==> src/hw/lock_pkg.sv <==
`default_nettype none

package lock_pkg;

    ////////////////////////////////////////
    // Data types
    ////////////////////////////////////////

    // ADC or DAC sample, two's complement
    typedef logic signed [15:0] sample_t;
    // Filter coefficient or load word
    typedef logic signed [34:0] coef_t;
    // Sweep period, clocks per output LSB
    typedef logic [31:0] step_t;
    // Product sum inside one stage
    typedef logic signed [51:0] acc_t;

    // Binary point of coef_t
    localparam int coef_frac_bits = 26;
    localparam sample_t sample_max = 16'h7fff;
    localparam sample_t sample_min = 16'h8000;

    // Run-time parameter select
    typedef enum logic [3:0] {
        pd_a1, pd_b0, pd_b1,
        pi_a1, pi_b0, pi_b1,
        relock_min,
        sweep_max, sweep_min, sweep_step
    } param_id_t;

    typedef enum logic [1:0] {
        st_locked,
        st_unlocked,
        st_relocked
    } lock_state_t;

    ////////////////////////////////////////
    // Servo design constants
    ////////////////////////////////////////

    localparam real servo_gain    = 0.5;
    localparam real pd_gain       = servo_gain * 0.06;
    localparam real pi_gain       = servo_gain * 1.0;
    localparam real int_gain      = servo_gain * 400.0;
    localparam real der_gain      = servo_gain * 0.7e-6;
    // Rolloff of the derivative term, Hz
    localparam real rolloff_hz    = 1.0e7;
    // 100 MHz sample clock
    localparam real sample_period = 1.0e-8;
    localparam real pi_val        = 3.14159265358979;
    localparam real coef_unity    = 2.0 ** coef_frac_bits;
    localparam real full_scale    = 32767.0;
    // Bilinear warp term pi*Ts*fc
    localparam real bilin_k       = pi_val * sample_period * rolloff_hz;

    // PD stage, derivative with first-order rolloff
    localparam coef_t pd_a1_default = (1.0 - 2.0 * bilin_k) * coef_unity;
    localparam coef_t pd_b0_default = ((der_gain / pi_gain) * (rolloff_hz / (1.0 + bilin_k))
        + pd_gain * (bilin_k / (1.0 + bilin_k))) * coef_unity;
    localparam coef_t pd_b1_default = (pd_gain * (bilin_k / (1.0 + bilin_k))
        - (der_gain / pi_gain) * (rolloff_hz / (1.0 + bilin_k))) * coef_unity;

    // PI stage, pure integrator pole
    localparam coef_t pi_a1_default = coef_unity;
    localparam coef_t pi_b0_default =
        (pi_gain + int_gain * pi_val * sample_period / pd_gain) * coef_unity;
    localparam coef_t pi_b1_default =
        (int_gain * pi_val * sample_period / pd_gain - pi_gain) * coef_unity;

    // Relock defaults, fractions of full scale
    localparam sample_t relock_min_default = 0.25 * full_scale;
    localparam sample_t sweep_max_default  = 0.65625 * full_scale;
    localparam sample_t sweep_min_default  = 0.1875 * full_scale;
    localparam step_t   sweep_step_default = 32'd128;

endpackage

`default_nettype wire

==> src/hw/lock_status.sv <==
`timescale 1ns/1ps
`default_nettype none

module lock_status #(
    parameter int unsigned hold_cycles = 100_000_000
) (
    input  wire                    clk_in,
    input  wire                    arst_n,
    input  wire                    relock_on,
    output lock_pkg::lock_state_t  state
);

    import lock_pkg::*;

    // Wide enough to reach hold_cycles
    localparam int cnt_w = $clog2(hold_cycles + 1);

    lock_state_t      state_next;
    logic [cnt_w-1:0] hold_cnt;
    logic             hold_done;

    assign hold_done = (hold_cnt == cnt_w'(hold_cycles - 1));

    // Next state
    always_comb begin
        state_next = state;
        case (state)
            st_locked: begin
                if (relock_on) state_next = st_unlocked;
            end
            st_unlocked: begin
                // Transmission back, start hold
                if (!relock_on) state_next = st_relocked;
            end
            st_relocked: begin
                if (relock_on) begin
                    state_next = st_unlocked;
                end else if (hold_done) begin
                    state_next = st_locked;
                end
            end
            default: state_next = st_locked;
        endcase
    end

    always_ff @(posedge clk_in or negedge arst_n) begin
        if (!arst_n) begin
            state    <= st_locked;
            hold_cnt <= '0;
        end else begin
            state <= state_next;
            // Counts only during the hold window
            if (state == st_relocked) hold_cnt <= hold_cnt + 1'b1;
            else hold_cnt <= '0;
        end
    end

endmodule

`default_nettype wire

==> config.mk <==
export PLATFORM = sky130hd
export DESIGN_NAME = lock_status
export DESIGN_NICKNAME = d
export VERILOG_FILES = /design/src/hw/lock_pkg.sv /design/src/hw/lock_status.sv
export SDC_FILE = /design/constraint.sdc
export NUM_CORES = 1
export LEC_CHECK = 0
export BUFFER_PORTS_ARGS = -buffer_cell sky130_fd_sc_hd__clkbuf_2
export CORE_MARGIN = 10
export CORE_UTILIZATION = 30
export CTS_CLUSTER_DIAMETER = 100
export DETAILED_ROUTE_END_ITERATION = 6
export SYNTH_ARGS = -nofsm -noshare
export SYNTH_HDL_FRONTEND = slang
export SYNTH_SLANG_ARGS = --single-unit
export TNS_END_PERCENT = 1
==> constraint.sdc <==
create_clock -name clk_in -period 2.2 [get_ports clk_in]
set_clock_uncertainty 0.15 [all_clocks]
set_input_delay 0.44 -clock clk_in [delete_from_list [all_inputs] [get_ports clk_in]]
set_output_delay 0.44 -clock clk_in [all_outputs]
set_load 0.01 [all_outputs]
==> results.py <==
metrics = {
    "status": {
        "outcome": "finished, final reports clean",
    },
    "clock_tree": {
        "path_clk_slew_ns": 0.07,
        "numClockSinks": 29,
        "hold_buffers": 0,
        "post_cts_resize_count": 0,
        "cts_tree": "done",
        "cts_setup_buffers": 0,
        "root_buffer": "clkbuf_8",
        "clkLatencyLatePin_ns": 0.28,
        "cts_buffer_depth": 2,
        "h-tree-depth": 2,
        "cts-buffers-inserted": 5,
    },
    "setup_path": {
        "worstPathArrival_ns": 1.97,
        "start_kind": "register",
        "cp.required_ns": 2.26,
        "critPathCaptureType": "register",
        "path_class": "reg2reg",
        "crit_chain": "and4_1, nand4_4, or4_1, a21oi_1",
        "cp_max_fo": 13,
        "cp_slowest_cell": "or4_1",
        "slowest_delay_ns": 0.51,
    },
    "synth": {
        "synth-compound-area-share_pct": 10.9,
        "ys_ff_latch": 29,
        "synthMuxAreaShare_pct": 0.653,
        "synth_nets": 166,
        "synthSimpleGateAreaFrac_pct": 30.1,
        "synth_top_family_by_area": "simple AND/OR/NAND/NOR gates",
        "yosys.area.top_type_share_pct": 47.3,
        "synth-edff-count": 0,
        "synth_top_area_cell": "dfrtp_1",
        "syn_area_sq_mm": 0.00153,
        "synthDistinctLibCells": 34,
        "synth_ff_type": "dfrtp_1",
        "yosysWarningCount": 0,
        "synth_xor_area_share_pct": 6.29,
        "synthAdderAreaFrac_pct": 0.816,
        "syn-mean-instance-area_sq_um": 9.46,
        "synth_cells": 162,
        "async_reset_ff_share_pct": 100,
        "yosysSeqAreaShare_pct": 47.3,
        "synth_area_leaders": "dfrtp_1, nand3_1, nor2_1",
    },
    "sta": {
        "rsz0062_at_grt": "no",
        "min_period_over_period_pct": 86.7,
        "hold_viol": 0,
        "hold_ws_ns": 0.0586,
        "tightest_slew_ns": 0.738,
        "setup_tns_ns": 0,
        "finalMaxSlewViolations": 0,
        "min_period_ns": 1.91,
        "fmax_mhz": 524,
        "slew-limit-headroom_pct": 50.8,
        "setup_viol": 0,
        "fin_ws_ns": 0.292,
    },
    "route": {
        "first_pass_iters": 4,
        "routedWlPerCell_microns": 13.8,
        "drc": 0,
        "postRouteAntennaNets": 0,
        "drtIter0Drc": 131,
        "drt-total-wl_mm": 3.23,
        "vias_per_cell": 5.17,
        "via_count": 1216,
    },
    "global_routing": {
        "grt_max_degree": 30,
        "overflow": 0,
        "grt_use_total_pct": 8.29,
        "grt_pass1_wl_mm": 5.77,
        "antenna_found_initial": 0,
        "grt_pass1_vias": 1213,
    },
    "floorplan": {
        "num_rows": 25,
        "initial_core_util_pct": 31.6,
        "die_w_microns": 91.5,
        "coreArea_sq_mm": 0.00485,
        "ioPinCount": 5,
        "fp.dieH_microns": 91.5,
        "dieArea_sq_mm": 0.00837,
    },
    "placed_design": {
        "dpl_worst_slack_ns": 0.296,
        "port_buffers": 4,
        "place_congestion": 0.795,
        "hpwl_mm": 2.25,
    },
    "final_layout": {
        "area_growth_pct": 10.2,
        "nets": 171,
        "final_common_cell": "dfrtp_1",
        "diodes": 0,
        "final_layout_size_suffix_gt1_share_pct": 10.1,
        "fin_util_pct": 34.8,
        "final_cell_mix": "dfrtp_1, nor2_1, nand2_1, nand3_1, a21oi_1",
    },
    "pwr": {
        "pwr_density_cell_mw_per_mm2": 606,
        "ir_drop_v": 0.000201,
        "p_leak_nw": 0.660,
    },
    "run": {
        "drv_cap": 0,
    },
    "worst_hold_path": {
        "hp-class": "in2async",
    },
}
layer usage:
| metal | vias up | track usage, % | wire (microns) |
|---|---|---|---|
| met5 | - | 0 | 0 |
| met4 | 0 | 3.52 | 60 |
| met3 | 6 | 3.13 | 147 |
| met2 | 23 | 12.2 | 1430 |
| met1 | 586 | 10.5 | 1600 |
| li1 | 601 | - | - |
power by group:
| part | switching [mW] | total (mW) | internal, mW |
|---|---|---|---|
| registers | 0.00845 | 0.548 | 0.539 |
| clock network | 0.204 | 0.423 | 0.219 |
| logic | 0.0364 | 0.0535 | 0.0172 |
cell type report:
| type | instances | area, sq um |
|---|---|---|
| clock buffers | 6 | 72.6 |
| clock inverters | 2 | 10.0 |
| fillers | 501 | 3160 |
| inverters | 2 | 7.51 |
| multi-input cells | 122 | 747 |
| flip-flops and latches | 29 | 726 |
| well taps | 67 | 83.8 |
| repair buffers | 7 | 42.5 |
synthesized netlist by cell type, types with 2 or more instances:
library cell / instances
and3_1: 3
buf_2: 2
o31ai_1: 6
or3_1: 4
nand3_1: 12
nor4b_1: 2
nand2_1: 12
dfrtp_1: 29
a21oi_1: 11
clkbuf_1: 4
or4_1: 6
buf_6: 2
and4_1: 4
nor2_1: 16
and2_1: 4
xor2_1: 5
xnor2_1: 6
o21ai_0: 5
nand4_1: 9
nor3_1: 4
nand2b_1: 2
inv_1: 2
stage by stage:
stage / instance area [sq um] / power [mW] / std cells
CTS: 1690 / 1.04 / 235
floorplan: 1530 / 0.583 / 162
global route: 1690 / 1.07 / 235
detailed placement: 1610 / 0.613 / 227
finish: 1690 / 1.02 / 235
global placement: 1610 / 0.613 / 227
worst max-delay path: cells and delay by family (launching register included):
family             cells  cell delay, ns
AOI/OAI and AO/OA      1            0.16
DFF                    1            0.42
and+or+nand+nor        3            1.10
cell families after synthesis:
group	Yosys count
fa+ha+maj	1
compound gates	27
xor+xnor	11
flops	29
simple gates	82
buf+inv	11
mux	1
state kept, by name, summed over array words and instances, names as in the netlist:
register and count:
hold_cnt 27, state 2
worst paths after layout:
kind | start | to | slack [ns] | cells past startpoint
max in group asynchronous | arst_n | hold_cnt[2] | 1.36 | 1
min reg2reg | hold_cnt[0] | hold_cnt[0] | 0.34 | 1
min in group clk_in | relock_on | state[1] | 0.18 | 2
min | arst_n | state[1] | 0.06 | 1
max | hold_cnt[3] | hold_cnt[24] | 0.29 | 4
max reg2reg | hold_cnt[3] | hold_cnt[24] | 0.29 | 4
(Power assumes the default switching activity.)
