## src/hw/lock_pkg.sv

```systemverilog
`default_nettype none

package lock_pkg;

    ////////////////////////////////////////
    // Data types
    ////////////////////////////////////////

    // ADC or DAC sample, two's complement
    typedef logic signed [15:0] sample_t;
    // Filter coefficient or load word
    typedef logic signed [34:0] coef_t;
    // Sweep period, clocks per output LSB
    typedef logic [31:0] step_t;
    // Product sum inside one stage
    typedef logic signed [51:0] acc_t;

    // Binary point of coef_t
    localparam int coef_frac_bits = 26;
    localparam sample_t sample_max = 16'h7fff;
    localparam sample_t sample_min = 16'h8000;

    // Run-time parameter select
    typedef enum logic [3:0] {
        pd_a1, pd_b0, pd_b1,
        pi_a1, pi_b0, pi_b1,
        relock_min,
        sweep_max, sweep_min, sweep_step
    } param_id_t;

    typedef enum logic [1:0] {
        st_locked,
        st_unlocked,
        st_relocked
    } lock_state_t;

    ////////////////////////////////////////
    // Servo design constants
    ////////////////////////////////////////

    localparam real servo_gain    = 0.5;
    localparam real pd_gain       = servo_gain * 0.06;
    localparam real pi_gain       = servo_gain * 1.0;
    localparam real int_gain      = servo_gain * 400.0;
    localparam real der_gain      = servo_gain * 0.7e-6;
    // Rolloff of the derivative term, Hz
    localparam real rolloff_hz    = 1.0e7;
    // 100 MHz sample clock
    localparam real sample_period = 1.0e-8;
    localparam real pi_val        = 3.14159265358979;
    localparam real coef_unity    = 2.0 ** coef_frac_bits;
    localparam real full_scale    = 32767.0;
    // Bilinear warp term pi*Ts*fc
    localparam real bilin_k       = pi_val * sample_period * rolloff_hz;

    // PD stage, derivative with first-order rolloff
    localparam coef_t pd_a1_default = (1.0 - 2.0 * bilin_k) * coef_unity;
    localparam coef_t pd_b0_default = ((der_gain / pi_gain) * (rolloff_hz / (1.0 + bilin_k))
        + pd_gain * (bilin_k / (1.0 + bilin_k))) * coef_unity;
    localparam coef_t pd_b1_default = (pd_gain * (bilin_k / (1.0 + bilin_k))
        - (der_gain / pi_gain) * (rolloff_hz / (1.0 + bilin_k))) * coef_unity;

    // PI stage, pure integrator pole
    localparam coef_t pi_a1_default = coef_unity;
    localparam coef_t pi_b0_default =
        (pi_gain + int_gain * pi_val * sample_period / pd_gain) * coef_unity;
    localparam coef_t pi_b1_default =
        (int_gain * pi_val * sample_period / pd_gain - pi_gain) * coef_unity;

    // Relock defaults, fractions of full scale
    localparam sample_t relock_min_default = 0.25 * full_scale;
    localparam sample_t sweep_max_default  = 0.65625 * full_scale;
    localparam sample_t sweep_min_default  = 0.1875 * full_scale;
    localparam step_t   sweep_step_default = 32'd128;

endpackage

`default_nettype wire

```

## src/hw/iir_stage.sv

```systemverilog
`timescale 1ns/1ps
`default_nettype none

module iir_stage #(
    parameter lock_pkg::param_id_t base_id    = lock_pkg::pd_a1,
    parameter lock_pkg::coef_t     a1_default = '0,
    parameter lock_pkg::coef_t     b0_default = '0,
    parameter lock_pkg::coef_t     b1_default = '0
) (
    input  wire                  clk_in,
    input  wire                  arst_n,
    input  wire                  on,
    input  wire lock_pkg::sample_t x,
    input  wire                  param_load,
    input  wire lock_pkg::param_id_t param_sel,
    input  wire lock_pkg::coef_t param_data,
    output lock_pkg::sample_t    y
);

    import lock_pkg::*;

    // Three consecutive ids from base
    localparam param_id_t id_a1 = base_id;
    localparam param_id_t id_b0 = param_id_t'(base_id + 4'd1);
    localparam param_id_t id_b1 = param_id_t'(base_id + 4'd2);

    coef_t   a1;
    coef_t   b0;
    coef_t   b1;
    sample_t x_prev;
    acc_t    acc;
    acc_t    acc_shift;
    sample_t y_sat;

    // Coefficient registers, full word load
    always_ff @(posedge clk_in or negedge arst_n) begin
        if (!arst_n) begin
            a1 <= a1_default;
            b0 <= b0_default;
            b1 <= b1_default;
        end else if (param_load) begin
            if (param_sel == id_a1) a1 <= param_data;
            if (param_sel == id_b0) b0 <= param_data;
            if (param_sel == id_b1) b1 <= param_data;
        end
    end

    // y[n] = a1*y[n-1] + b0*x[n] + b1*x[n-1]
    assign acc       = a1 * y + b0 * x + b1 * x_prev;
    assign acc_shift = acc >>> coef_frac_bits;

    // Clip to sample range
    always_comb begin
        if (acc_shift > acc_t'(sample_max)) begin
            y_sat = sample_max;
        end else if (acc_shift < acc_t'(sample_min)) begin
            y_sat = sample_min;
        end else begin
            y_sat = sample_t'(acc_shift);
        end
    end

    // Filter state, cleared while servo is off
    always_ff @(posedge clk_in or negedge arst_n) begin
        if (!arst_n) begin
            y      <= '0;
            x_prev <= '0;
        end else if (!on) begin
            y      <= '0;
            x_prev <= '0;
        end else begin
            y      <= y_sat;
            x_prev <= x;
        end
    end

endmodule

`default_nettype wire

```

## config.mk

```make
export PLATFORM = sky130hd
export DESIGN_NAME = iir_stage
export DESIGN_NICKNAME = d
export VERILOG_FILES = /design/src/hw/lock_pkg.sv /design/src/hw/iir_stage.sv
export SDC_FILE = /design/constraint.sdc
export NUM_CORES = 2
export LEC_CHECK = 0
export BUFFER_PORTS_ARGS = -buffer_cell sky130_fd_sc_hd__buf_4
export CAP_MARGIN = 20
export CORE_MARGIN = 1
export CORE_UTILIZATION = 71
export DETAILED_ROUTE_END_ITERATION = 12
export GPL_TIMING_DRIVEN = 0
export PLACE_DENSITY_LB_ADDON = 0.25
export SYNTH_ARGS = -nofsm -noshare
export SYNTH_HDL_FRONTEND = slang
export SYNTH_SLANG_ARGS = --single-unit
```

## constraint.sdc

```tcl
create_clock -name clk_in -period 14.53 [get_ports clk_in]
set_input_delay 0.7265 -clock clk_in [delete_from_list [all_inputs] [get_ports clk_in]]
set_output_delay 0.7265 -clock clk_in [all_outputs]
set_load 0.1 [all_outputs]
```

==> impl_metrics.csv <==
group,metric,value,unit
routing,via_count,44970,
critical_path,crit_path_end_kind,"register",
placed_design,postPlaceCellArea,63990,um2
finish,fin_area,64590,um2
clock_network,cts.sinks,137,
routing,wl_met3,30.70,mm
logic_synthesis,ys_seq_area_share,5.529,%
critical_path,critical-path-max-stage-delay,0.82,ns
sta,setup-tns-final,0,ns
flow_run,max-cap-violations,0,
logic_synthesis,async_flop_share,100.0,%
logic_synthesis,syn_nets,8609,
min_path,hold_class,"in -> async",
placed_design,io_buffers,64,
floorplan,pin_count,75,
clock_network,cts_tree,"done",
critical_path,path_max_fanout,10,
grt,grt_max_degree,78,
routing,met1Wirelength,69.99,mm
floorplan,die_h,297.5,um
placed_design,gp_congestion,1.047,
sta,slew_viol_final,0,
routing,wl_met2,83.09,mm
floorplan,die_area,88510,um2
floorplan,rows,108,
sta,worstMarginPinSlew,1.131,ns
critical_path,cp-start-kind,"primary input",
routing,ant_nets,0,
sta,setup_viol_count_final,0,
critical_path,path_common_cell,"fa_1",
clock_network,postCtsSetupBuffers,0,
grt,overflow,0,
logic_synthesis,synth_seq_cells,137,
clock_network,htree_num_levels,4,
grt,grt_pass1_vias,48740,
logic_synthesis,avgSynthCellArea,9.525,um2
sta,max-slew-margin-rel,22.64,%
logic_synthesis,synth_enable_flop_cells,0,
logic_synthesis,syn_area,62000,um2
floorplan,core-area,86620,um2
floorplan,die_w,297.5,um
clock_network,ctsResizeCount,0,
critical_path,path_class,"in -> reg",
finish,nFillCells,6407,
routing,top_layer,"met5",
finish,drive_gt1_share,3.389,%
sta,skew,0.02758,ns
clock_network,clock_latency,0.52,ns
sta,min_period,12.00,ns
sta,rsz0062_at_grt,"no",
sta,timing.final.crit_share,82.56,%
logic_synthesis,syn_inst,6509,
grt,grt_antenna_before_repair,7,
clock_network,ctsRootBufferMaster,"clkbuf_16",
grt,grt_pass1_wl,301.1,mm
placed_design,dp_hpwl,175.3,mm
sta,fmax,83.36,MHz
routing,drc,0,
critical_path,crit_buf_inv,11,
routing,viasPerCell,5.791,
logic_synthesis,yosys_warnings,0,
critical_path,required,14.87,ns
finish,area_growth,4.177,%
clock_network,cts_buffers,17,
logic_synthesis,synth_flop_cell,"dfrtp_1",
run_status,outcome,"completed",
finish,nets,8696,
routing,dr.first_iter.drc_count,4862,
logic_synthesis,synth_cell_types,66,
grt,grt.total_usage,47.54,%
routing,drt-total-wl,197.1,mm
clock_network,clk_pin_slew_worst_paths,0.08,ns
routing,dr.pass1.iters,6,
clock_network,clock_path_buffers,2,
routing,route.detailed.wl_per_inst,25.39,um
clock_network,holdBufCountCts,0,
floorplan,start_util,71.58,%
sta,final_hold_viol_count,0,
critical_path,cpMaxStageDelayCell,"fa_1",
critical_path,cp_top_family,"adder cells",
critical_path,worstPathArrival,12.33,ns
## cell families after synthesis
group	share of synthesized area (%)
AO/OA/AOI/OAI	1.740
adder cells (fa/ha/maj)	62.87
flip-flops	5.529
XOR/XNOR	0.7769
AND/OR/NAND/NOR	13.98
buffers and inverters	13.20
multiplexers	1.907
## cells in the final DEF (no fill, tap or decap), drive strengths merged, types with 4 or more instances in the layout
master	count
o31ai	4
inv	1881
nand3	14
o21a	10
nand2	1056
nor2	56
and3	6
a21oi	67
a21o	11
buf	71
nand2b	46
ha	250
a2111oi	4
o21ai	25
xor2	10
nor3	7
o21bai	8
fa	1791
nor4	7
nor2b	35
clkbuf	318
and2	574
xnor2	45
o211ai	5
mux2	105
nand4	13
a211oi	5
or3	4
dfrtp	137
## per-layer routing
layer / GRT usage [%] / vias to the layer above
li1: - / 18290
met1: 62.94 / 23090
met2: 67.68 / 2948
met3: 19.70 / 634
met4: 24.57 / 10
met5: 0 / -
## metrics by stage
stage / hold slack [ns] / std cells / setup WS (ns) / util, %
CTS: 0.2297 / 7764 / 2.616 / 74.57
floorplan: 0.4309 / 6509 / 5.257 / -
finish: 0.2271 / 7765 / 2.534 / 74.57
detailed placement: 0.6873 / 7732 / 2.203 / 73.88
global route: 0.2685 / 7764 / 2.255 / 74.57
global placement: 0.6597 / 7728 / 1.153 / 73.80
## flip-flops by register name, summed over array words and instances (netlist names)
register,flops
a1,35
b0,35
b1,35
x_prev,16
y,16
## final cells by class
| type | instances | area [um2] | area share, % |
|---|---|---|---|
| multi-input cells | 4195 | 50400 | 78.03 |
| inverters | 1874 | 7034 | 10.89 |
| flip-flops and latches | 137 | 3428 | 5.308 |
| well taps | 1155 | 1445 | 2.237 |
| plain buffers | 303 | 1147 | 1.776 |
| repair buffers | 68 | 535.5 | 0.8291 |
| clock buffers | 18 | 439.2 | 0.6799 |
| clock inverters | 14 | 155.1 | 0.2402 |
| diodes | 1 | 2.502 | 0.003874 |
## Yosys cell counts (45+ instances only)
cell         n  share of area [%]
nor2_1      56               0.34
and2_1     574                5.8
inv_1     1872                 11
nand2_1   1056                6.4
xnor2_1     45               0.64
ha_1       250                5.0
a21oi_1     66               0.53
mux2_2     105                1.9
fa_1      1791                 58
dfrtp_1    137                5.5
clkbuf_1   300                1.8
nand2b_1    46               0.46
## path summary, 6_finish.rpt
kind	from	end	slack, ns	depth (start not counted)
worst min-delay path	arst_n	y[15]$_DFF_PN0_	0.23	1
max in group asynchronous	arst_n	a1[0]$_DFFE_PN0P_	13.36	2
worst max-delay path	x[1]	y[7]$_DFF_PN0_	2.53	30
worst max register to register	y[13]$_DFF_PN0_	y[7]$_DFF_PN0_	2.56	29
min in group clk_in	param_data[1]	b1[1]$_DFFE_PN0P_	0.50	2
worst min register to register	b0[7]$_DFFE_PN0P_	b0[7]$_DFFE_PN0P_	0.72	1
Power is not shown: default switching activity piles up to over one toggle a cycle in this logic, so the estimate is an artifact.
