File: config.mk
export PLATFORM = sky130hd
export DESIGN_NAME = relock_sweep
export DESIGN_NICKNAME = d
export VERILOG_FILES = /design/src/hw/lock_pkg.sv /design/src/hw/relock_sweep.sv
export SDC_FILE = /design/constraint.sdc
export NUM_CORES = 1
export LEC_CHECK = 0
export BUFFER_PORTS_ARGS = -buffer_cell sky130_fd_sc_hd__buf_2
export CAP_MARGIN = 0
export CORE_MARGIN = 1
export CORE_UTILIZATION = 60
export DETAILED_ROUTE_END_ITERATION = 10
export GPL_ROUTABILITY_DRIVEN = 0
export PLACE_DENSITY_LB_ADDON = 0.2
export SLEW_MARGIN = 20
export SYNTH_ARGS = -nofsm -noshare
export SYNTH_HDL_FRONTEND = slang
export SYNTH_SLANG_ARGS = --single-unit
File: constraint.sdc
create_clock -name clk_in -period 4.87 [get_ports clk_in]
set_input_delay 0.7305 -clock clk_in [delete_from_list [all_inputs] [get_ports clk_in]]
set_output_delay 0.7305 -clock clk_in [all_outputs]
set_load 0.05 [all_outputs]
File: src/hw/lock_pkg.sv
`default_nettype none

package lock_pkg;

    ////////////////////////////////////////
    // Data types
    ////////////////////////////////////////

    // ADC or DAC sample, two's complement
    typedef logic signed [15:0] sample_t;
    // Filter coefficient or load word
    typedef logic signed [34:0] coef_t;
    // Sweep period, clocks per output LSB
    typedef logic [31:0] step_t;
    // Product sum inside one stage
    typedef logic signed [51:0] acc_t;

    // Binary point of coef_t
    localparam int coef_frac_bits = 26;
    localparam sample_t sample_max = 16'h7fff;
    localparam sample_t sample_min = 16'h8000;

    // Run-time parameter select
    typedef enum logic [3:0] {
        pd_a1, pd_b0, pd_b1,
        pi_a1, pi_b0, pi_b1,
        relock_min,
        sweep_max, sweep_min, sweep_step
    } param_id_t;

    typedef enum logic [1:0] {
        st_locked,
        st_unlocked,
        st_relocked
    } lock_state_t;

    ////////////////////////////////////////
    // Servo design constants
    ////////////////////////////////////////

    localparam real servo_gain    = 0.5;
    localparam real pd_gain       = servo_gain * 0.06;
    localparam real pi_gain       = servo_gain * 1.0;
    localparam real int_gain      = servo_gain * 400.0;
    localparam real der_gain      = servo_gain * 0.7e-6;
    // Rolloff of the derivative term, Hz
    localparam real rolloff_hz    = 1.0e7;
    // 100 MHz sample clock
    localparam real sample_period = 1.0e-8;
    localparam real pi_val        = 3.14159265358979;
    localparam real coef_unity    = 2.0 ** coef_frac_bits;
    localparam real full_scale    = 32767.0;
    // Bilinear warp term pi*Ts*fc
    localparam real bilin_k       = pi_val * sample_period * rolloff_hz;

    // PD stage, derivative with first-order rolloff
    localparam coef_t pd_a1_default = (1.0 - 2.0 * bilin_k) * coef_unity;
    localparam coef_t pd_b0_default = ((der_gain / pi_gain) * (rolloff_hz / (1.0 + bilin_k))
        + pd_gain * (bilin_k / (1.0 + bilin_k))) * coef_unity;
    localparam coef_t pd_b1_default = (pd_gain * (bilin_k / (1.0 + bilin_k))
        - (der_gain / pi_gain) * (rolloff_hz / (1.0 + bilin_k))) * coef_unity;

    // PI stage, pure integrator pole
    localparam coef_t pi_a1_default = coef_unity;
    localparam coef_t pi_b0_default =
        (pi_gain + int_gain * pi_val * sample_period / pd_gain) * coef_unity;
    localparam coef_t pi_b1_default =
        (int_gain * pi_val * sample_period / pd_gain - pi_gain) * coef_unity;

    // Relock defaults, fractions of full scale
    localparam sample_t relock_min_default = 0.25 * full_scale;
    localparam sample_t sweep_max_default  = 0.65625 * full_scale;
    localparam sample_t sweep_min_default  = 0.1875 * full_scale;
    localparam step_t   sweep_step_default = 32'd128;

endpackage

`default_nettype wire

File: src/hw/relock_sweep.sv
`timescale 1ns/1ps
`default_nettype none

module relock_sweep (
    input  wire                    clk_in,
    input  wire                    arst_n,
    input  wire                    hold,
    input  wire                    param_load,
    input  wire lock_pkg::param_id_t param_sel,
    input  wire lock_pkg::coef_t   param_data,
    output lock_pkg::sample_t      sweep_out
);

    import lock_pkg::*;

    sample_t sweep_min_r;
    sample_t sweep_max_r;
    step_t   step_r;
    step_t   cnt;
    step_t   cnt_next;
    logic    step_done;
    // High while sweeping toward max
    logic    dir_up;

    ////////////////////////////////////////
    // Sweep settings
    ////////////////////////////////////////

    always_ff @(posedge clk_in or negedge arst_n) begin
        if (!arst_n) begin
            sweep_min_r <= sweep_min_default;
            sweep_max_r <= sweep_max_default;
            step_r      <= sweep_step_default;
        end else if (param_load) begin
            // Limits from top of load word
            if (param_sel == sweep_max) sweep_max_r <= param_data[34:19];
            if (param_sel == sweep_min) sweep_min_r <= param_data[34:19];
            if (param_sel == sweep_step) step_r <= param_data[34:3];
        end
    end

    ////////////////////////////////////////
    // Step timer and triangle
    ////////////////////////////////////////

    assign cnt_next  = cnt + step_t'(1);
    // Also fires when step shrinks below count
    assign step_done = (cnt_next >= step_r);

    always_ff @(posedge clk_in or negedge arst_n) begin
        if (!arst_n) begin
            cnt       <= '0;
            dir_up    <= 1'b1;
            sweep_out <= sweep_min_default;
        end else if (!hold) begin
            if (step_done) begin
                cnt <= '0;
                // Turn around at either limit
                if (dir_up && (sweep_out >= sweep_max_r)) begin
                    dir_up    <= 1'b0;
                    sweep_out <= sweep_out - sample_t'(1);
                end else if (!dir_up && (sweep_out <= sweep_min_r)) begin
                    dir_up    <= 1'b1;
                    sweep_out <= sweep_out + sample_t'(1);
                end else if (dir_up) begin
                    sweep_out <= sweep_out + sample_t'(1);
                end else begin
                    sweep_out <= sweep_out - sample_t'(1);
                end
            end else begin
                cnt <= cnt_next;
            end
        end
    end

endmodule

`default_nettype wire

==> flow_summary.toml, run 1 <==
[sta]
timing.fmax_mhz = 225
hold_viol_final = 0
timing_worst_slew_pin_value_ns = 0.935
setup_viol_count_final = 0
final_slew_viol_count = 0
timing.clock.skew_ns = 0.00873
finalCritPeriodShare = 0.912
timing.final.crit_period_ns = 4.44
rsz0062_at_grt = "no"
setup_tns_ns = 0
slew_headroom = 0.375

[detailed_routing]
drt_iter0_drc = 366
dr.pass1.iters = 5
drc_errors = 0
drt-vias-per-instance = 5.98
via_total_after_detailed_routing = 5636
route.antenna.remaining_nets = 0
routed_wirelength_um = 16300
routed_len_inst_um = 17.3

[floorplanning]
die_area_sq_um = 12200
row_count = 39
fp.coreArea_sq_um = 11400
dieHeight_um = 110
design.portCount = 59
die_x_um = 110
initial_utilization = 0.617

[synth]
synth_flop_type = "sky130_fd_sc_hd__dfrtp_1"
synth_cells = 725
share_of_the_yosys_chip_area_belonging_to_registers = 0.405
synth_area_sq_um = 7040
syn-mean-instance-area_sq_um = 9.71
synth_fp_nets = 835
synth-warning-count = 0
synth-edff-count = 0
synth-seq-cells = 113
async_flop_share = 1.00
synth.distinct_cells = 62

[worst_setup_path]
kind_of_cell_with_the_highest_combined_delay_on_the_critical_path = "compound AO/OA/AOI/OAI gates"
critical_path_buf_inv_count = 2
timing.critical_path.cells = "ha_1 -> nand2_1 -> nor4_2 -> nand4_1 -> buf_4 -> nor2_1 -> xor2_1 -> ha_1 -> and4_1 -> a221o_1 -> a2111o_1 -> a41oi_4 -> buf_12 -> nor4_1 -> a41oi_1 -> xnor2_1"
end_kind = "flop"
critPathArrivalTime_ns = 4.78
worstReg2RegStart = "cnt[0]"
cpMaxStageDelayCell = "sky130_fd_sc_hd__a2111o_1"
crit_type = "reg -> reg"
r2r_cells = 16
worst-r2r-setup-slack_ns = 0.43
reg_to_reg_critical_path_endpoint = "sweep_out[13]"
start_kind = "flop"
cp_data_required_time_ns = 5.21
delay_of_the_slowest_critical_path_stage_ns = 0.50
crit_top_cell = "sky130_fd_sc_hd__ha_1"
critPathMaxFanout = 30

[clock_tree]
cts_root_buffer = "sky130_fd_sc_hd__clkbuf_16"
cts.clk_slew.worst_paths_ns = 0.05
cts-root-to-sink-buffers = 2
tritoncts_clock_tree = "done"
cts-resized-gates = 0
h-tree-depth = 4
ctsHoldBuffers = 0
cts.sinks = 113
clk-insertion-delay-late_ns = 0.42
cts_made_buffers = 17
post_cts.repair.setup_buffers = 0

[grt]
grtUsageTotal = 0.296
largest_net_degree_at_the_start_of_global_routing = 87
global_route_track_usage_on_met1 = 0.378
top_usage_layer_grt = "met2"
grt-ovfl-total = 0
grt_antenna_before_repair = 0
grt_pass1_wl_um = 26900
met3_usage = 0.0723
grt_util_met2 = 0.491
vias_in_the_first_global_route = 5524

[placed_design]
port_buffers = 55
place.detailed.hpwl_um = 11500

[power_and_ir_drop]
combinationalPowerShare = 0.265
cellLeakagePower_uw = 0.00383
internal_power_uw = 2480
maximum_vdd_ir_drop_v = 0.000383
switch_share = 0.318
power.share.sequential = 0.355
netSwitchingPower_uw = 1160
total_power_consumption_uw = 3640
clock_power_share = 0.380
power_density_nw_per_um2 = 447

[status]
run_status = "finished clean"

[finish]
post-route-util = 0.712
syn2layout_area_growth_pct = 15.5
antenna_cells = 0
nFillCells = 859
post_route_cells_drive_above_1_share = 0.220
num-nets-final = 896

[hold_path]
min_path_type = "in -> async"

[job]
max_cap_check_violation_count = 0
area by class of cell:
type / count / area, sq um / share of cell area
multi-input cells: 516 / 3800 / 0.467
flip-flops and latches: 113 / 2850 / 0.351
clock buffers: 22 / 474 / 0.0583
repair buffers: 67 / 384 / 0.0472
inverters: 71 / 267 / 0.0328
clock inverters: 10 / 180 / 0.0222
well taps: 143 / 179 / 0.0220
routing by layer:
layer,wire length (um),part of all wire
met1,7080,0.43
met2,8110,0.50
met3,898,0.055
met4,235,0.014
met5,0,0
worst reg2reg max path, cell delays in order, from the launching register on:
cell and delay, ns:
sky130_fd_sc_hd__dfrtp_1 0.44, sky130_fd_sc_hd__ha_1 0.29, sky130_fd_sc_hd__nand2_1 0.13, sky130_fd_sc_hd__nor4_2 0.39, sky130_fd_sc_hd__nand4_1 0.14, sky130_fd_sc_hd__buf_4 0.19
sky130_fd_sc_hd__nor2_1 0.16, sky130_fd_sc_hd__xor2_1 0.26, sky130_fd_sc_hd__ha_1 0.28, sky130_fd_sc_hd__and4_1 0.21, sky130_fd_sc_hd__a221o_1 0.34, sky130_fd_sc_hd__a2111o_1 0.50
sky130_fd_sc_hd__a41oi_4 0.26, sky130_fd_sc_hd__buf_12 0.22, sky130_fd_sc_hd__nor4_1 0.12, sky130_fd_sc_hd__a41oi_1 0.30, sky130_fd_sc_hd__xnor2_1 0.14
synthesized netlist by cell type (all sizes together), types with 2 or more instances:
master	instances	share of area
o31ai	7	0.0075
dfrtp	95	0.34
xnor2	36	0.045
nor2	24	0.014
a41oi	3	0.0048
xor2	10	0.012
inv	71	0.038
o21a	3	0.0032
o21ai	45	0.032
o211ai	4	0.0043
or4	3	0.0037
a21o	10	0.011
nor4	11	0.011
mux2i	6	0.0085
and3	7	0.0066
mux2	49	0.078
a21oi	25	0.018
or3	4	0.0036
or2	3	0.0027
a211oi	5	0.0053
a22o	3	0.0037
a2111oi	8	0.010
clkbuf	18	0.012
nand2	90	0.048
nor3	9	0.0071
dfstp	18	0.067
nand3	26	0.018
nor4b	5	0.0062
buf	6	0.0064
ha	67	0.12
a31oi	6	0.0053
nand4	23	0.020
nor2b	5	0.0044
nor3b	2	0.0021
and2	2	0.0020
stage by stage:
step           area [sq um]  setup WS, ns  hold slack, ns  cells
2_1_floorplan          7040         0.661           0.435    725
3_3_place_gp           7470         0.523           0.481    910
3_5_place_dp           7470         0.409           0.493    910
4_1_cts                8120         0.347           0.504    942
5_1_grt                8130         0.111           0.434    942
6_report               8130         0.427           0.366    942
cell families (layout without fill, tap and decap cells):
| logic type | after synthesis | count (layout) | synth area share |
|---|---|---|---|
| simple gates | 218 | 218 | 0.155 |
| compound gates | 130 | 130 | 0.118 |
| flops | 113 | 113 | 0.405 |
| buf+inv | 96 | 170 | 0.0594 |
| fa+ha+maj | 67 | 67 | 0.119 |
| mux | 55 | 55 | 0.0869 |
| xor+xnor | 46 | 46 | 0.0572 |
layout by cell type, fill, tap and decap left out, types with 25 or more instances in the layout:
| cell type | count |
|---|---|
| sky130_fd_sc_hd__buf_2 | 54 |
| sky130_fd_sc_hd__o21ai_0 | 25 |
| sky130_fd_sc_hd__xnor2_1 | 36 |
| sky130_fd_sc_hd__nand2_1 | 90 |
| sky130_fd_sc_hd__inv_1 | 71 |
| sky130_fd_sc_hd__a21oi_1 | 25 |
| sky130_fd_sc_hd__ha_1 | 67 |
| sky130_fd_sc_hd__dfrtp_1 | 95 |
| sky130_fd_sc_hd__nand3_1 | 26 |
| sky130_fd_sc_hd__mux2_2 | 49 |
power groups by stage:
stage          Clock [uW]  Sequential, uW  Combinational (uW)
2_1_floorplan           0            1330                 669
3_3_place_gp            0            1290                 903
3_5_place_dp            0            1300                 950
4_1_cts              1400            1290                 962
5_1_grt              1430            1310                1080
6_report             1380            1290                 965
state kept, by name (all words and copies together) (netlist names):
register	flops
sweep_min_r	16
sweep_out	16
cnt	32
dir_up	1
step_r	32
sweep_max_r	16
how the worst max path moves through the flow:
stage / start / endpoint / cells after the start
after floorplan: cnt[2] / cnt[9] / 16
after global placement: cnt[0] / sweep_out[13] / 16
after detailed placement: cnt[0] / sweep_out[13] / 16
after CTS: cnt[0] / sweep_out[13] / 16
after global routing: cnt[2] / sweep_out[13] / 17
final: cnt[0] / sweep_out[13] / 16
Note: power is estimated with default switching activity, not from simulation.
==> run 2: changes to the inputs <==
--- a/config.mk
+++ b/config.mk
@@ -11,7 +11,8 @@
 export CORE_UTILIZATION = 60
 export DETAILED_ROUTE_END_ITERATION = 10
 export GPL_ROUTABILITY_DRIVEN = 0
-export PLACE_DENSITY_LB_ADDON = 0.2
+export GPL_TIMING_DRIVEN = 0
+export PLACE_DENSITY = 0.88
 export SLEW_MARGIN = 20
 export SYNTH_ARGS = -nofsm -noshare
 export SYNTH_HDL_FRONTEND = slang
==> run 2 against run 1 <==
Against the previous run: combinational power increased by 9%; total power increased by 1.3%; via count increased by 8.0%; final area increased by 1.8%; clock-buffer cell count unchanged; first-iteration DRC count increased by 70%; fmax decreased by 5.6%; sequential cell count unchanged; highest routed layer unchanged.
==> flow_summary.toml, run 2 (synthesis results as in run 1) <==
[sta]
timing.clock.skew_ns = 0.00947
timing.final.crit_period_ns = 4.71
rsz0062_at_grt = "no"
slew_headroom = 0.505
whs_ns = 0.251
timing_worst_slew_pin_value_ns = 0.735
finalCritPeriodShare = 0.966
timing.fmax_mhz = 212
setup_viol_count_final = 0
worst_slack_ns = 0.163
hold_viol_final = 0
final_slew_viol_count = 0

[clock_tree]
tritoncts_clock_tree = "done"
cts_made_buffers = 17
clk-insertion-delay-late_ns = 0.43
h-tree-depth = 4
ctsHoldBuffers = 0
cts.sinks = 113
cts_root_buffer = "sky130_fd_sc_hd__clkbuf_16"
cts.clk_slew.worst_paths_ns = 0.05
cts-root-to-sink-buffers = 2

[floorplanning]
fp.coreArea_sq_um = 11400
design.portCount = 59
die_area_sq_um = 12200
die_x_um = 110
row_count = 39
initial_utilization = 0.617
dieHeight_um = 110

[power_and_ir_drop]
maximum_vdd_ir_drop_v = 0.000254
switch_share = 0.327
power_density_nw_per_um2 = 445
total_power_consumption_uw = 3680
cellLeakagePower_uw = 0.00390
netSwitchingPower_uw = 1210
internal_power_uw = 2480
combinationalPowerShare = 0.284
power.share.sequential = 0.350
clock_power_share = 0.366

[job]
max_cap_check_violation_count = 0

[grt]
largest_net_degree_at_the_start_of_global_routing = 64
grt_pass1_wl_um = 29400
grtUsageTotal = 0.321
grt_antenna_before_repair = 1
grt-ovfl-total = 0
vias_in_the_first_global_route = 6054

[detailed_routing]
drt_iter0_drc = 622
route.antenna.remaining_nets = 0
dr.pass1.iters = 5
drt-vias-per-instance = 6.32
via_total_after_detailed_routing = 6089
routed_len_inst_um = 19.2
drc_errors = 0
routed_wirelength_um = 18500

[worst_setup_path]
start_kind = "flop"
critPathMaxFanout = 10
critPathArrivalTime_ns = 5.05
end_kind = "flop"
crit_type = "reg -> reg"
cp_data_required_time_ns = 5.21

[finish]
post_route_cells_drive_above_1_share = 0.225
regs_by_ff_count = "cnt (32), step_r (32)"
num-nets-final = 916
syn2layout_area_growth_pct = 17.6
post-route-util = 0.725
nFillCells = 742
layout_commonest_cell = "sky130_fd_sc_hd__dfrtp_1"
most_used_cells_in_the_layout_excluding_fill_and_tap_cells = "sky130_fd_sc_hd__dfrtp_1 (95), sky130_fd_sc_hd__nand2_1 (89), sky130_fd_sc_hd__inv_1 (71)"
layoutNonFillerInstCount = 963

[status]
run_status = "finished clean"

[hold_path]
min_path_type = "in -> async"

[placed_design]
preCtsSetupSlack_ns = -0.520
place.detailed.hpwl_um = 12400
port_buffers = 54
place_inst = 923
run 2: what timing repair did:
item | in CTS | in global routing
pin swaps | 3 | 1
resized for setup | 7 | 9
setup buffers | 4 | 3
endpoints found under the setup margin | 35 | 36
run 2: power groups by stage:
stage | logic (uW) | registers (uW) | clock network [uW]
final | 1050 | 1290 | 1350
after global routing | 1150 | 1320 | 1400
after global placement | 918 | 1280 | 0
after detailed placement | 990 | 1300 | 0
after floorplan | 669 | 1330 | 0
after CTS | 1030 | 1280 | 1350
run 2: routing by layer:
metal	up-vias	global-route usage	routed length [um]
li1	2741	-	-
met1	2977	0.408	7620
met2	303	0.508	8840
met3	68	0.0788	1300
met4	0	0.163	703
met5	-	0	0
run 2: final cells by class:
| class | instances | area [sq um] | share of cell area |
|---|---|---|---|
| Multi-Input combinational cell | 516 | 3830 | 0.462 |
| Antenna cell | 1 | 2.50 | 0.000302 |
| Tap cell | 143 | 179 | 0.0216 |
| Buffer | 25 | 158 | 0.0190 |
| Clock buffer | 22 | 484 | 0.0585 |
| Clock inverter | 10 | 155 | 0.0187 |
| Inverter | 71 | 267 | 0.0322 |
| Sequential cell | 113 | 2850 | 0.344 |
| Timing Repair Buffer | 62 | 357 | 0.0431 |
run 2: path summary, 6_finish.rpt:
| kind | to | slack (ns) | cells after the start | from |
|---|---|---|---|---|
| worst min register to register | cnt[31] | 0.50 | 1 | cnt[31] |
| max in group asynchronous | sweep_max_r[7] | 3.88 | 2 | arst_n |
| worst max-delay path | sweep_out[12] | 0.16 | 18 | cnt[0] |
| min in group clk_in | cnt[31] | 0.50 | 1 | cnt[31] |
| worst max register to register | sweep_out[12] | 0.16 | 18 | cnt[0] |
| worst min-delay path | step_r[11] | 0.25 | 1 | arst_n |
run 2: through the flow:
step	TNS, ns	instance area (sq um)
floorplan	0	7040
global placement	-4.86	7490
detailed placement	-10.90	7520
CTS	0	8230
global route	0	8280
finish	0	8280
run 2: worst max-delay path, stage by stage (launching register included):
cell,delay [ns]
sky130_fd_sc_hd__dfrtp_1,0.44
sky130_fd_sc_hd__ha_2,0.27
sky130_fd_sc_hd__nand2_1,0.16
sky130_fd_sc_hd__nor4_4,0.39
sky130_fd_sc_hd__nand4_1,0.20
sky130_fd_sc_hd__buf_4,0.21
sky130_fd_sc_hd__nor2_1,0.14
sky130_fd_sc_hd__xnor2_1,0.16
sky130_fd_sc_hd__ha_1,0.31
sky130_fd_sc_hd__a21oi_1,0.26
sky130_fd_sc_hd__nand2_1,0.11
sky130_fd_sc_hd__a221o_1,0.35
sky130_fd_sc_hd__a2111o_1,0.49
sky130_fd_sc_hd__a41oi_4,0.30
sky130_fd_sc_hd__buf_4,0.20
sky130_fd_sc_hd__buf_6,0.14
sky130_fd_sc_hd__nor4_1,0.07
sky130_fd_sc_hd__mux2i_1,0.25
sky130_fd_sc_hd__xnor2_1,0.17
